## config.mk

```make
export PLATFORM = sky130hd
export DESIGN_NAME = clint_top
export DESIGN_NICKNAME = d
export VERILOG_FILES = /design/src/logic/clint_bus_pkg.sv /design/src/logic/clint_hart_pkg.sv /design/src/logic/clint_req_if.sv /design/src/logic/clint_bus_fsm.sv /design/src/logic/clint_mtime_counter.sv /design/src/logic/clint_hart_regs.sv /design/src/logic/clint_top.sv
export VERILOG_INCLUDE_DIRS = /design/src /design/src/logic
export SDC_FILE = /design/constraint.sdc
export NUM_CORES = 1
export LEC_CHECK = 0
export BUFFER_PORTS_ARGS = -buffer_cell sky130_fd_sc_hd__clkbuf_2
export CAP_MARGIN = 0
export CORE_MARGIN = 5
export CORE_UTILIZATION = 37
export DETAILED_ROUTE_END_ITERATION = 6
export GPL_TIMING_DRIVEN = 1
export RECOVER_POWER = 50
export REMOVE_ABC_BUFFERS = 1
export SLEW_MARGIN = 20
export SYNTH_ARGS = -nofsm -noshare
export SYNTH_HDL_FRONTEND = slang
export SYNTH_SLANG_ARGS = --single-unit
```

## constraint.sdc

```tcl
create_clock -name i_clk -period 4.9 [get_ports i_clk]
set_input_delay 0.245 -clock i_clk [delete_from_list [all_inputs] [get_ports i_clk]]
set_output_delay 0.245 -clock i_clk [all_outputs]
set_load 0.005 [all_outputs]
```

## src/logic/clint_cfg.svh

```systemverilog
/*
 * Build-time configuration of the CLINT
 * Hart count, mtime prescaler and request bus widths
 */
`ifndef CLINT_CFG_SVH
`define CLINT_CFG_SVH

// Number of harts served, two msip lanes per data word
`define CLINT_CPU_TOTAL 4

// Clock cycles per mtime increment, 1 means every cycle
`define CLINT_TICK_DIV 1

// Request address width, region field sits in the top two bits
`define CLINT_ADDR_BITS 16

// Request data width, one strobe bit per byte
`define CLINT_DATA_BITS 64

`endif

```

## src/logic/clint_bus_pkg.sv

```systemverilog
/*
 * Bus-side types of the CLINT
 * Sequencer state and address region decode
 */
package clint_bus_pkg;

    // Address bits 15:14 select the register region
    typedef enum logic [1:0] {
        REGION_MSIP     = 2'h0,    // Software interrupt pending bits
        REGION_MTIMECMP = 2'h1,    // Per-hart timer compare
        REGION_MTIME    = 2'h2,    // Free-running timer, read-only
        REGION_NONE     = 2'h3     // Unmapped, reads zero
    } clint_region_e;

    // One access in flight at a time
    typedef enum logic [1:0] {
        ST_IDLE   = 2'h0,          // Ready for a new request
        ST_ACCESS = 2'h1,          // Request strobed to the register bank
        ST_RESP   = 2'h2           // Read data presented with response valid
    } clint_state_e;

endpackage

```

## src/logic/clint_hart_pkg.sv

```systemverilog
/*
 * Hart-side types of the CLINT
 * Data word views, hart vector and register word index
 */
`include "clint_cfg.svh"

package clint_hart_pkg;

    // One data word, whole for mtime/mtimecmp or split into two msip lanes
    typedef union packed {
        logic [`CLINT_DATA_BITS-1:0]          dword;
        logic [1:0][`CLINT_DATA_BITS/2-1:0]   lane;    // Lane 0 is the low half
    } clint_word_u;

    // Word index taken from address bits 13:3
    typedef logic [10:0] clint_hart_idx_t;

    // One bit per hart
    typedef logic [`CLINT_CPU_TOTAL-1:0] clint_hart_vec_t;

endpackage

```

## src/logic/clint_req_if.sv

```systemverilog
/*
 * Single accepted access passed from the sequencer to the register bank
 */
`timescale 1ns/1ps
`include "clint_cfg.svh"

interface clint_req_if;

    logic                           strobe;    // One cycle per access
    logic                           write;
    logic [`CLINT_ADDR_BITS-1:0]    addr;
    logic [`CLINT_DATA_BITS-1:0]    wdata;
    logic [`CLINT_DATA_BITS/8-1:0]  wstrb;
    logic [`CLINT_DATA_BITS-1:0]    rdata;     // Latched by the bank

    modport fsm (
        output strobe, write, addr, wdata, wstrb,
        input  rdata
    );

    modport regs (
        input  strobe, write, addr, wdata, wstrb,
        output rdata
    );

endinterface

```

## src/logic/clint_bus_fsm.sv

```systemverilog
/*
 * Access sequencer that accepts one request, strobes it once to the
 * register bank and returns the latched read data as a one-cycle response
 */
`timescale 1ns/1ps
`include "clint_cfg.svh"

module clint_bus_fsm (
    input  logic                          i_clk,
    input  logic                          i_nrst,
    input  logic                          i_req_valid,
    input  logic                          i_req_write,
    input  logic [`CLINT_ADDR_BITS-1:0]   i_req_addr,
    input  logic [`CLINT_DATA_BITS-1:0]   i_req_wdata,
    input  logic [`CLINT_DATA_BITS/8-1:0] i_req_wstrb,
    output logic                          o_req_ready,
    output logic                          o_resp_valid,
    output logic [`CLINT_DATA_BITS-1:0]   o_resp_rdata,
    clint_req_if.fsm                      bus
);
    import clint_bus_pkg::*;

    clint_state_e state;
    clint_state_e state_next;

    always_comb begin
        state_next = state;
        case (state)
            ST_IDLE: begin
                if (i_req_valid) begin
                    state_next = ST_ACCESS;
                end
            end
            ST_ACCESS: state_next = ST_RESP;    // Bank acts at the end of this cycle
            ST_RESP:   state_next = ST_IDLE;
            default:   state_next = ST_IDLE;
        endcase
    end

    always_ff @(posedge i_clk or negedge i_nrst) begin
        if (!i_nrst) begin
            state <= ST_IDLE;
        end else begin
            state <= state_next;
        end
    end

    // Request fields sampled at the accepting edge
    always_ff @(posedge i_clk) begin
        if (o_req_ready && i_req_valid) begin
            bus.write <= i_req_write;
            bus.addr  <= i_req_addr;
            bus.wdata <= i_req_wdata;
            bus.wstrb <= i_req_wstrb;
        end
    end

    assign o_req_ready  = (state == ST_IDLE);
    assign bus.strobe   = (state == ST_ACCESS);
    assign o_resp_valid = (state == ST_RESP);
    assign o_resp_rdata = bus.rdata;    // Held by the bank until the next access

    // Strobe only in the cycle after an accepted request
    a_strobe_after_accept: assert property (@(posedge i_clk) disable iff (!i_nrst)
        bus.strobe |-> $past(o_req_ready && i_req_valid));

    // Every strobe yields one response in the next cycle
    a_resp_after_strobe: assert property (@(posedge i_clk) disable iff (!i_nrst)
        bus.strobe |=> o_resp_valid);

    a_resp_only_after_strobe: assert property (@(posedge i_clk) disable iff (!i_nrst)
        o_resp_valid |-> $past(bus.strobe));

endmodule

```

## src/logic/clint_mtime_counter.sv

```systemverilog
/*
 * Free-running 64-bit mtime counter advanced by a prescaled tick
 */
`timescale 1ns/1ps
`include "clint_cfg.svh"

module clint_mtime_counter (
    input  logic        i_clk,
    input  logic        i_nrst,
    output logic [63:0] o_mtime
);
    localparam int unsigned DIV = `CLINT_TICK_DIV;
    localparam int unsigned PW  = (DIV > 1) ? $clog2(DIV) : 1;

    logic tick;

    generate
        if (DIV > 1) begin : g_presc
            logic [PW-1:0] presc_cnt;

            always_ff @(posedge i_clk or negedge i_nrst) begin
                if (!i_nrst) begin
                    presc_cnt <= '0;
                end else if (tick) begin
                    presc_cnt <= '0;    // Wrap at the divider
                end else begin
                    presc_cnt <= presc_cnt + 1'b1;
                end
            end

            assign tick = (presc_cnt == PW'(DIV - 1));
        end else begin : g_no_presc
            assign tick = 1'b1;    // Advance every cycle
        end
    endgenerate

    always_ff @(posedge i_clk or negedge i_nrst) begin
        if (!i_nrst) begin
            o_mtime <= 64'h0;
        end else if (tick) begin
            o_mtime <= o_mtime + 64'd1;
        end
    end

    // mtime holds or steps by one, never jumps
    a_mtime_step: assert property (@(posedge i_clk) disable iff (!i_nrst)
        (o_mtime == $past(o_mtime)) || (o_mtime == $past(o_mtime) + 64'd1));

endmodule

```

## src/logic/clint_hart_regs.sv

```systemverilog
/*
 * Register bank with address decode, msip and mtimecmp per hart,
 * read data latch and registered timer compare
 */
`timescale 1ns/1ps
`include "clint_cfg.svh"

module clint_hart_regs (
    input  logic                          i_clk,
    input  logic                          i_nrst,
    input  logic [63:0]                   i_mtime,
    clint_req_if.regs                     bus,
    output clint_hart_pkg::clint_hart_vec_t o_msip,
    output clint_hart_pkg::clint_hart_vec_t o_mtip
);
    import clint_bus_pkg::*;
    import clint_hart_pkg::*;

    localparam int unsigned CPU       = `CLINT_CPU_TOTAL;
    localparam int unsigned LANE_STRB = `CLINT_DATA_BITS / 16;    // Strobe bits per msip lane

    clint_region_e   region;
    clint_hart_idx_t idx;
    clint_word_u     wword;
    clint_word_u     rword;
    clint_hart_vec_t msip_we;
    clint_hart_vec_t cmp_we;
    logic [63:0]     mtimecmp [CPU];

    assign region = clint_region_e'(bus.addr[15:14]);
    assign idx    = bus.addr[13:3];
    assign wword  = bus.wdata;

    // Write enables active only in the strobe cycle
    // Out-of-range indexes match no hart
    always_comb begin
        for (int h = 0; h < CPU; h++) begin
            msip_we[h] = bus.strobe && bus.write && (region == REGION_MSIP)
                && (idx == clint_hart_idx_t'(h / 2))
                && (|bus.wstrb[LANE_STRB * (h % 2) +: LANE_STRB]);
            cmp_we[h]  = bus.strobe && bus.write && (region == REGION_MTIMECMP)
                && (idx == clint_hart_idx_t'(h));
        end
    end

    always_ff @(posedge i_clk or negedge i_nrst) begin
        if (!i_nrst) begin
            o_msip <= '0;
            for (int h = 0; h < CPU; h++) begin
                mtimecmp[h] <= 64'h0;
            end
        end else begin
            for (int h = 0; h < CPU; h++) begin
                if (msip_we[h]) begin
                    o_msip[h] <= wword.lane[h % 2][0];    // Pending bit is lane bit 0
                end
                // Byte-wise update of the compare value
                for (int b = 0; b < `CLINT_DATA_BITS / 8; b++) begin
                    if (cmp_we[h] && bus.wstrb[b]) begin
                        mtimecmp[h][8*b +: 8] <= wword.dword[8*b +: 8];
                    end
                end
            end
        end
    end

    // Read mux returns zero for unmapped words
    always_comb begin
        rword = '0;
        case (region)
            REGION_MSIP: begin
                for (int h = 0; h < CPU; h++) begin
                    if (idx == clint_hart_idx_t'(h / 2)) begin
                        rword.lane[h % 2][0] = o_msip[h];
                    end
                end
            end
            REGION_MTIMECMP: begin
                for (int h = 0; h < CPU; h++) begin
                    if (idx == clint_hart_idx_t'(h)) begin
                        rword.dword = mtimecmp[h];
                    end
                end
            end
            REGION_MTIME: begin
                if (idx == 11'h7ff) begin
                    rword.dword = i_mtime;    // Writes here are dropped
                end
            end
            default: begin
                rword = '0;
            end
        endcase
    end

    // Read data held for the response cycle
    always_ff @(posedge i_clk) begin
        if (bus.strobe) begin
            bus.rdata <= rword.dword;
        end
    end

    // Timer compare registered one cycle behind mtime
    always_ff @(posedge i_clk or negedge i_nrst) begin
        if (!i_nrst) begin
            o_mtip <= '0;
        end else begin
            for (int h = 0; h < CPU; h++) begin
                o_mtip[h] <= (i_mtime >= mtimecmp[h]);
            end
        end
    end

    generate
        for (genvar g = 0; g < CPU; g++) begin : g_mtip_chk
            // Unwritten compare two steps ahead keeps the interrupt low two edges on
            a_mtip_below_cmp: assert property (@(posedge i_clk) disable iff (!i_nrst)
                (($past(i_mtime, 2) + 64'd1 < $past(mtimecmp[g], 2)) && !$past(cmp_we[g], 2))
                    |-> !o_mtip[g]);
        end
    endgenerate

endmodule

```

## src/logic/clint_top.sv

```systemverilog
/*
 * CLINT top level with plain request/response ports and per-hart interrupts
 */
`timescale 1ns/1ps
`include "clint_cfg.svh"

module clint_top (
    input  logic                          i_clk,
    input  logic                          i_nrst,
    input  logic                          i_req_valid,
    input  logic                          i_req_write,
    input  logic [`CLINT_ADDR_BITS-1:0]   i_req_addr,
    input  logic [`CLINT_DATA_BITS-1:0]   i_req_wdata,
    input  logic [`CLINT_DATA_BITS/8-1:0] i_req_wstrb,
    output logic                          o_req_ready,
    output logic                          o_resp_valid,
    output logic [`CLINT_DATA_BITS-1:0]   o_resp_rdata,
    output logic [63:0]                   o_mtimer,     // Shadow copy of mtime for the harts
    output logic [`CLINT_CPU_TOTAL-1:0]   o_msip,
    output logic [`CLINT_CPU_TOTAL-1:0]   o_mtip
);

    logic [63:0] mtime;

    clint_req_if req_bus ();

    clint_bus_fsm u_bus_fsm (
        .i_clk        (i_clk),
        .i_nrst       (i_nrst),
        .i_req_valid  (i_req_valid),
        .i_req_write  (i_req_write),
        .i_req_addr   (i_req_addr),
        .i_req_wdata  (i_req_wdata),
        .i_req_wstrb  (i_req_wstrb),
        .o_req_ready  (o_req_ready),
        .o_resp_valid (o_resp_valid),
        .o_resp_rdata (o_resp_rdata),
        .bus          (req_bus.fsm)
    );

    clint_mtime_counter u_mtime (
        .i_clk   (i_clk),
        .i_nrst  (i_nrst),
        .o_mtime (mtime)
    );

    clint_hart_regs u_hart_regs (
        .i_clk   (i_clk),
        .i_nrst  (i_nrst),
        .i_mtime (mtime),
        .bus     (req_bus.regs),
        .o_msip  (o_msip),
        .o_mtip  (o_mtip)
    );

    assign o_mtimer = mtime;

endmodule

```

==> results.yml, run 1 <==
outcome:
  status: "finished with violations"
  failed_checks: "max-capacitance violations, max-slew violations"
worst_setup_path:
  slowest_delay_ps: 1930
  crit_type: "reg -> reg"
  cp_cell_sequence: "nor2_1, and2_1, buf_4"
  critPathSlowestCell: "and2_1"
  worstPathRequired_ps: 5130
  crit_path_max_fanout: 45
  crit_path_end_kind: "flip-flop"
  path_buf_inv: 1
  critPathTopFamily: "simple AND/OR/NAND/NOR gates"
  start_kind: "flip-flop"
  arrival_ps: 3920
global_routing:
  grt_usage: 0.201
  grt_max_degree: 121
  grt_pass1_wl_um: 122000
  overflow: 0
  antenna_found_initial: 2
  grt_pass1_vias: 20500
floorplanning:
  core-area_mm2: 0.0701
  die_h_um: 276
  start_util: 0.374
  fp.dieW_um: 276
  fp-row-count: 97
  die_area_mm2: 0.0763
  num_io_pins: 230
route:
  drt_first_pass_iters: 6
  detail-route-antenna-nets: 0
  first_iter_violations: 1449
  vias: 19600
  wl_um: 78800
  wl_per_cell_um: 21.1
  routed_via_density: 5.26
  drc_errors: 0
clock_tree:
  clock_path_buffers: 3
  cts_tree: "yes"
  cts_resized: 0
  path_clk_slew_ps: 60
  cts-htree-levels: 2
  numCtsBuffers: 56
  clkLatencyLatePin_ps: 600
  root_buffer: "clkbuf_16"
  clock_sinks: 480
power:
  internal-power_mw: 6.96
  power.share.clock: 0.467
  combPwrFrac: 0.051
  p_switching_mw: 2.10
  swShare: 0.232
  cellPowerDensity_mw_per_mm2: 292
  cellLeakagePower_nw: 14.0
  ir_worst_vdd_uv: 234
  seqPwrFrac: 0.482
yosys:
  yosys_most_used_dff: "dfrtp_1"
  yosys.area.top_type: "dfrtp_1"
  yosysSeqAreaShare: 0.487
  netlist_instances: 2420
  synth_area_leaders: "dfrtp_1 31%, edfxtp_1 17%, ha_1 12%, mux2_2 11%, inv_1 3.8%"
  synthesis.area_mm2: 0.0262
  synth.avg_cell_area_um2: 10.8
  synth-async-reset-ratio: 0.688
  synth_top_area_frac: 0.315
  synth_edf_count: 150
  synth_cell_types: 60
  yosysWarnings: 0
  ys_ff_latch: 480
sta:
  post-route-period-util: 0.754
  fin_ws_ps: 1210
  finalCriticalPeriod_ps: 3690
  finalSetupViolations: 0
  tightestPinTransition_ps: 2640
  slew_violations: 158
  hold_viol: 0
  fmax_ghz: 0.271
  slew_headroom: -0.761
  skew_ps: 21.7
  rsz0062_at_grt: "no"
  holdWs_ps: 346
final_layout:
  drive_gt1_frac: 0.177
  final_common_cell: "dfrtp_1"
  fillers: 6699
  area_growth_pct: 18.4
  finalNonFillerCells: 3730
  fin_nets: 3097
  layout_common_cells: "330 x dfrtp_1, 263 x inv_1, 260 x ha_1"
  n_antenna_cell: 0
place:
  port_buffers: 226
  pre_cts_ws_ps: 1790
  detailed_place_hpwl_um: 55700
  gp_congestion: 0.863
  place_inst: 3538
run:
  max_cap_viol_count: 3
hold_path:
  hold_class: "in -> reg"
[routing by layer]
metal | vias to the layer above | share of wire | wire, um | track usage
li1 | 9253 | - | - | -
met1 | 9726 | 0.43 | 33900 | 0.265
met2 | 543 | 0.49 | 38300 | 0.346
met3 | 112 | 0.059 | 4640 | 0.0351
met4 | 0 | 0.025 | 2000 | 0.0529
met5 | - | 0 | 0 | 0
[synth_stat cells (all sizes together) (3+ instances only)]
cell type    n
a211oi      12
a21o        19
a21oi      158
a221oi       6
a31oi        3
and2         3
and3        16
and4        10
buf          7
clkbuf      61
dfrtp      330
edfxtp     150
ha         261
inv        263
mux2       261
nand2      194
nand2b       5
nand3       35
nand4       53
nor2       114
nor2b       70
nor3        83
nor4        14
o211ai       6
o21a         5
o21ai      116
o22ai       66
o31ai        3
or2          5
or3          3
xnor2       46
xor2        16
[power by group through the flow]
stage / clock (mW) / sequential, mW / combinational (mW)
detailed placement: 0 / 4.44 / 0.432
CTS: 4.35 / 4.37 / 0.490
finish: 4.23 / 4.37 / 0.459
global placement: 0 / 4.44 / 0.423
floorplan: 0 / 4.44 / 0.132
global route: 4.52 / 4.38 / 0.505
[registers in the layout, indices dropped and copies added, names as in the netlist]
name                   flops
u_bus_fsm.state            2
u_bus_fsm.bus.wdata       64
u_bus_fsm.bus.write        1
u_hart_regs.o_msip         4
u_bus_fsm.bus.wstrb        8
u_hart_regs.o_mtip         4
u_mtime.o_mtime           64
u_bus_fsm.bus.addr        13
u_hart_regs.bus.rdata     64
u_hart_regs.mtimecmp     256
[timing repair]
item                                   CTS  global route
hold buffers                            88             0
buffers inserted                         0             0
endpoints found under the hold margin  164             0
[final cells by class]
class | count | area [um^2] | area share
multi-input combinational | 1609 | 12200 | 0.394
inverter | 263 | 987 | 0.0318
clock buffer | 77 | 1590 | 0.0513
timing repair buffer | 334 | 2020 | 0.0651
tap | 940 | 1180 | 0.0379
clock inverter | 27 | 279 | 0.00898
sequential | 480 | 12800 | 0.411
[worst paths after layout]
| path | from | endpoint | slack, ps | cells after the start |
|---|---|---|---|---|
| worst max-delay path | u_bus_fsm.state[1] | u_bus_fsm.bus.wdata[43] | 1210 | 3 |
| worst max register to register | u_bus_fsm.state[1] | u_bus_fsm.bus.wdata[43] | 1210 | 3 |
| worst min register to register | u_bus_fsm.state[1] | u_bus_fsm.state[1] | 470 | 1 |
| max in group asynchronous | i_nrst | u_hart_regs.mtimecmp[181] | 1690 | 3 |
| min in group asynchronous | i_nrst | u_hart_regs.mtimecmp[41] | 850 | 2 |
| worst min-delay path | i_req_wstrb[0] | u_bus_fsm.bus.wstrb[0] | 350 | 2 |
[stage by stage]
| stage | power (mW) | utilization | setup TNS (ps) | cell area (um^2) |
|---|---|---|---|---|
| after floorplan | 4.57 | - | -92850 | 26000 |
| after global placement | 4.86 | 0.406 | 0 | 28500 |
| after detailed placement | 4.87 | 0.406 | 0 | 28500 |
| after CTS | 9.21 | 0.446 | 0 | 31300 |
| after global routing | 9.41 | 0.443 | 0 | 31100 |
| final | 9.06 | 0.443 | 0 | 31100 |
[kinds of logic (layout without fill, tap and decap cells)]
| kind of cell | after synthesis | count (layout) | share of synthesized area |
|---|---|---|---|
| buffers and inverters | 331 | 701 | 0.0477 |
| multiplexers | 263 | 263 | 0.113 |
| flip-flops | 480 | 480 | 0.487 |
| AND/OR/NAND/NOR | 611 | 611 | 0.118 |
| XOR/XNOR | 62 | 62 | 0.0207 |
| adder cells (fa/ha/maj) | 261 | 261 | 0.124 |
| AO/OA/AOI/OAI | 412 | 412 | 0.0896 |
(Power assumes the default switching activity.)
==> inputs of run 2 (changes only) <==
- clock period: 4.9 -> 3.6 ns (I/O delays scaled with it)
==> run 2 against run 1 <==
  * The flow still finishes with violations (max-capacitance violations, max-slew violations)
  * Fmax grew 14%
  * Core utilization grew 0.32 points
  * Final cell count rose by 0.80%
  * Wire length is 2.3% higher
  * Clock skew grew 13 ps
  * Clock power up 35%
  * Cell area rose by 0.72%
  * Highest routed layer unchanged
  * Non-clock buffer count grew 34
  * Via count increased by 1.8%
  * First-iteration DRC count increased by 1.3%
  * Die area unchanged
==> results.yml, run 2 (synthesized netlist as in run 1, its figures left out) <==
floorplanning:
  num_io_pins: 230
  die_area_mm2: 0.0763
  start_util: 0.374
  core-area_mm2: 0.0701
  fp-row-count: 97
  die_h_um: 276
  fp.dieW_um: 276
final_layout:
  drive_gt1_frac: 0.195
  top_register: "u_hart_regs.mtimecmp"
  finalInstanceArea_mm2: 0.0313
  fin_nets: 3129
  area_growth_pct: 19.3
  n_antenna_cell: 0
  final_common_cell: "dfrtp_1"
  postLayoutCoreUtil: 0.446
  largest_reg_flops: 256
  layout_common_cells: "330 x dfrtp_1, 263 x inv_1, 260 x ha_1"
place:
  detailed_place_hpwl_um: 56800
  gp_congestion: 0.904
  placed_area_mm2: 0.0288
  port_buffers: 226
global_routing:
  grt_pass1_vias: 20400
  overflow: 0
  antenna_found_initial: 0
  grt_max_degree: 113
  grt_usage: 0.205
  grt_pass1_wl_um: 124000
worst_setup_path:
  r2r_end: "u_hart_regs.o_mtip[0]"
  crit_path_max_fanout: 5
  timing.rr.start: "u_mtime.o_mtime[0]"
  critPathLaunch: "u_mtime.o_mtime[0]"
  worstPathRequired_ps: 4030
  rrSetupSlack_ps: 360
  arrival_ps: 3670
  start_kind: "flip-flop"
  critPathCapture: "u_hart_regs.o_mtip[0]"
  rr_worst_depth: 8
  crit_type: "reg -> reg"
  crit_path_end_kind: "flip-flop"
clock_tree:
  clock_sinks: 480
  clkLatencyLatePin_ps: 610
  cts_resized: 0
  cts_tree: "yes"
  root_buffer: "clkbuf_16"
  path_clk_slew_ps: 60
  holdBufCountCts: 88
  clock_path_buffers: 3
  cts-htree-levels: 2
  numCtsBuffers: 54
  post-cts-setup-buffers: 0
route:
  drt_first_pass_iters: 6
  first_iter_violations: 1468
  detail-route-antenna-nets: 0
  drc_errors: 0
  wl_per_cell_um: 21.5
  routed_via_density: 5.32
  vias: 20000
  wl_um: 80700
sta:
  slew_violations: 109
  hold_viol: 0
  finalSetupViolations: 0
  slew_headroom: -0.874
  fmax_ghz: 0.309
  post-route-period-util: 0.899
  rsz0062_at_grt: "no"
  tightestPinTransition_ps: 2810
  skew_ps: 34.9
  finalCriticalPeriod_ps: 3240
power:
  cellLeakagePower_nw: 14.2
  ir_worst_vdd_uv: 377
  cellPowerDensity_mw_per_mm2: 393
outcome:
  status: "finished with violations"
  failed_checks: "max-capacitance violations, max-slew violations"
run:
  max_cap_viol_count: 1
hold_path:
  hold_class: "in -> reg"
run 2: cell types whose count changed in the layout (fill, tap and decap cells not counted), moves of 2 or more:
cell,change
bufinv_16,+2
buf_12,+6
clkbuf_2,+38
clkinv_2,+8
clkbuf_1,-25
clkbuf_16,-5
clkbuf_8,-2
buf_4,+7
run 2: cell type report:
| type | instances | area [um^2] |
|---|---|---|
| clock inverter | 36 | 379 |
| tap | 940 | 1180 |
| sequential | 480 | 12800 |
| multi-input combinational | 1609 | 12200 |
| fill | 6705 | 38900 |
| clock buffer | 64 | 1420 |
| timing repair buffer | 368 | 2320 |
| inverter | 263 | 987 |
run 2: how the worst min path moves through the flow:
| stage | startpoint | endpoint | slack (ps) | depth (start not counted) |
|---|---|---|---|---|
| 3_5_place_dp | i_nrst | u_mtime.o_mtime[41] | 360 | 1 |
| 4_1_cts | i_req_wdata[18] | u_bus_fsm.bus.wdata[18] | 250 | 2 |
| 2_1_floorplan | i_nrst | u_bus_fsm.state[0] | -120 | 0 |
| 3_3_place_gp | i_nrst | u_mtime.o_mtime[41] | 340 | 1 |
| 5_1_grt | i_req_addr[9] | u_bus_fsm.bus.addr[9] | 270 | 2 |
| 6_report | i_req_wdata[19] | u_bus_fsm.bus.wdata[19] | 280 | 2 |
run 2: power breakdown:
group          switching, mW  leakage [nW]  total, mW  internal, mW
Sequential             0.134          6.00       5.95          5.82
Combinational          0.429          7.31      0.653         0.224
Clock                   2.37         0.877       5.69          3.32
Total                   2.93          14.2       12.3          9.36
run 2: critical path: stages, from the launching register on:
cell and delay, ps:
dfrtp_1 450, inv_1 140, ha_1 300, nand2b_1 140
a2111oi_0 560, nor4b_1 150, or4b_2 700, a31oi_1 460
o21ai_0 180
run 2: stage by stage:
step | instances | hold WS, ps | total power, mW | setup WS (ps) | TNS (ps)
global route | 3760 | 272 | 12.7 | 146 | 0
floorplan | 2352 | -116 | 6.22 | -2110 | -521950
global placement | 3572 | 344 | 6.65 | 579 | 0
detailed placement | 3572 | 359 | 6.67 | 409 | 0
finish | 3760 | 284 | 12.3 | 362 | 0
CTS | 3760 | 248 | 12.5 | 382 | 0
run 2: per-layer routing:
layer	wire, um	vias up	share of wire	track usage
met3	4270	140	0.053	0.0298
li1	-	9302	-	-
met1	35100	9932	0.43	0.275
met5	0	-	0	0
met2	39200	613	0.49	0.349
met4	2190	0	0.027	0.0557
==> inputs of run 3 (changes only) <==
--- a/config.mk
+++ b/config.mk
@@ -8,3 +8,3 @@
 export LEC_CHECK = 0
-export BUFFER_PORTS_ARGS = -buffer_cell sky130_fd_sc_hd__clkbuf_2
+export BUFFER_PORTS_ARGS = -buffer_cell sky130_fd_sc_hd__buf_2
 export CAP_MARGIN = 0
==> constraint.sdc (replaced) <==
create_clock -name i_clk -period 3.6 [get_ports i_clk]
set_input_delay 0.36 -clock i_clk [delete_from_list [all_inputs] [get_ports i_clk]]
set_output_delay 0.36 -clock i_clk [all_outputs]
set_load 0.005 [all_outputs]
==> run 3 against run 2 <==
  * The flow still finishes with violations (max-capacitance violations, max-slew violations)
  * Clock skew decreased by 3.0 ps
  * Critical path type unchanged
  * Global-route usage down 0.073 points
  * Core utilization shrank 0.080 points
  * First-iteration DRC count fell by 8.2%
  * Sequential power barely moved
  * Die area did not move
  * Flip-flop and latch count unchanged
  * Sequential share of layout area up 0.074 points
  * Power shrank 2.5%
  * Non-clock buffer count down 5
  * Wire length is 0.32% lower
  * Largest cell class unchanged
==> results.yml, run 3 (synthesized netlist as in run 1, its figures left out) <==
final_layout:
  multi_input_area_mm2: 0.0122
  seq_area_mm2: 0.0128
  layout_common_cells: "330 x dfrtp_1, 263 x inv_1, 260 x ha_1"
  n_antenna_cell: 0
  finalNonFillerCells: 3759
  finalInstanceArea_mm2: 0.0312
  fillers: 6700
  final_common_cell: "dfrtp_1"
  area_growth_pct: 19.1
  drive_gt1_frac: 0.201
  top_register: "u_hart_regs.mtimecmp"
  largest_reg_flops: 256
  fin_nets: 3125
floorplanning:
  fp-row-count: 97
  fp.dieW_um: 276
  core-area_mm2: 0.0701
  die_area_mm2: 0.0763
  die_h_um: 276
  num_io_pins: 230
  start_util: 0.374
global_routing:
  grt_pass1_vias: 20400
  grt_usage: 0.204
  overflow: 0
  grt_pass1_wl_um: 124000
  grt_max_degree: 96
  antenna_found_initial: 5
power:
  ir_worst_vdd_uv: 348
  seqPwrFrac: 0.497
  combPwrFrac: 0.053
  p_switching_mw: 2.85
  power.share.clock: 0.450
  internal-power_mw: 9.13
  swShare: 0.238
  cellLeakagePower_nw: 14.3
  cellPowerDensity_mw_per_mm2: 384
place:
  gp_congestion: 0.887
  detailed_place_hpwl_um: 57200
  port_buffers: 226
  place_inst: 3567
  placed_area_mm2: 0.0288
sta:
  post-route-period-util: 0.895
  slew_violations: 151
  hold_viol: 0
  slew_headroom: -0.811
  finalCriticalPeriod_ps: 3220
  rsz0062_at_grt: "no"
  fmax_ghz: 0.310
  setup_tns_ps: 0
  skew_ps: 31.8
  finalSetupViolations: 0
  holdWs_ps: 453
  tightestPinTransition_ps: 2720
worst_setup_path:
  timing.rr.start: "u_mtime.o_mtime[0]"
  critPathCapture: "u_hart_regs.o_mtip[0]"
  rrSetupSlack_ps: 380
  start_kind: "flip-flop"
  crit_path_end_kind: "flip-flop"
  rr_worst_depth: 8
  arrival_ps: 3680
  critPathLaunch: "u_mtime.o_mtime[0]"
  crit_path_max_fanout: 5
  worstPathRequired_ps: 4060
  crit_type: "reg -> reg"
  r2r_end: "u_hart_regs.o_mtip[0]"
outcome:
  failed_checks: "max-capacitance violations, max-slew violations"
  status: "finished with violations"
clock_tree:
  cts_resized: 0
  cts-htree-levels: 2
  root_buffer: "clkbuf_16"
  clock_sinks: 480
  numCtsBuffers: 55
  path_clk_slew_ps: 60
  cts_tree: "yes"
  clock_path_buffers: 3
  clkLatencyLatePin_ps: 620
route:
  routed_via_density: 5.30
  wl_per_cell_um: 21.4
  drt_first_pass_iters: 7
  vias: 19900
  detail-route-antenna-nets: 0
  drc_errors: 0
  first_iter_violations: 1348
  wl_um: 80400
hold_path:
  hold_class: "in -> reg"
  hold_depth: 2
run:
  max_cap_viol_count: 3
run 3: cell types whose count changed in the layout (fill, tap and decap cells not counted), moves of 2 or more:
cell and delta:
buf_12 -3, buf_2 +143, buf_4 +18, bufinv_16 -5, clkbuf_1 -22, clkbuf_16 +2, clkbuf_2 -129, clkinv_1 +2
clkinv_2 -7, clkinvlp_4 -2, inv_6 +2
run 3: what timing repair did:
item                                   in CTS  in global routing
buffers inserted                            0                  0
endpoints found under the hold margin     175                  0
hold buffers                               88                  0
run 3: worst min-delay path by stage:
stage	endpoint	start	slack, ps
2_1_floorplan	u_bus_fsm.state[0]	i_nrst	60
3_3_place_gp	u_mtime.o_mtime[42]	i_nrst	420
3_5_place_dp	u_mtime.o_mtime[42]	i_nrst	440
4_1_cts	u_mtime.o_mtime[42]	i_nrst	380
5_1_grt	u_bus_fsm.bus.wdata[37]	i_req_wdata[37]	440
6_report	u_bus_fsm.bus.wdata[47]	i_req_wdata[47]	450
run 3: metrics by stage:
| stage | power, mW | setup WS, ps | util |
|---|---|---|---|
| after detailed placement | 6.65 | 483 | 0.410 |
| after CTS | 12.1 | 454 | 0.447 |
| after global routing | 12.4 | 163 | 0.445 |
| after global placement | 6.63 | 560 | 0.410 |
| final | 12.0 | 379 | 0.445 |
| after floorplan | 6.22 | -2110 | - |
run 3: power groups by stage:
stage / sequential (mW) / clock, mW / combinational (mW)
final: 5.95 / 5.39 / 0.634
after global routing: 5.97 / 5.73 / 0.699
after CTS: 5.95 / 5.52 / 0.676
after detailed placement: 6.05 / 0 / 0.599
after global placement: 6.05 / 0 / 0.588
after floorplan: 6.04 / 0 / 0.180
run 3: worst max-delay path, stage by stage, from the launching register on:
cell and delay [ps]:
dfrtp_1 450, inv_1 140, ha_1 300, nand2b_1 150, a2111oi_0 490, nor4b_1 140
or4b_2 690, a31oi_1 530, o21ai_0 200
run 3: layout make-up:
cell class,count,area share
Timing Repair Buffer,363,0.0750
Multi-Input combinational cell,1609,0.392
Clock buffer,79,0.0489
Clock inverter,25,0.00625
Sequential cell,480,0.409
Inverter,263,0.0316
Tap cell,940,0.0377
run 3: routing by layer:
metal	up-vias	wire length (um)	track usage
li1	9287	-	-
met1	9898	34900	0.276
met2	592	38600	0.343
met3	129	4830	0.0342
met4	4	2050	0.0533
met5	-	27	0
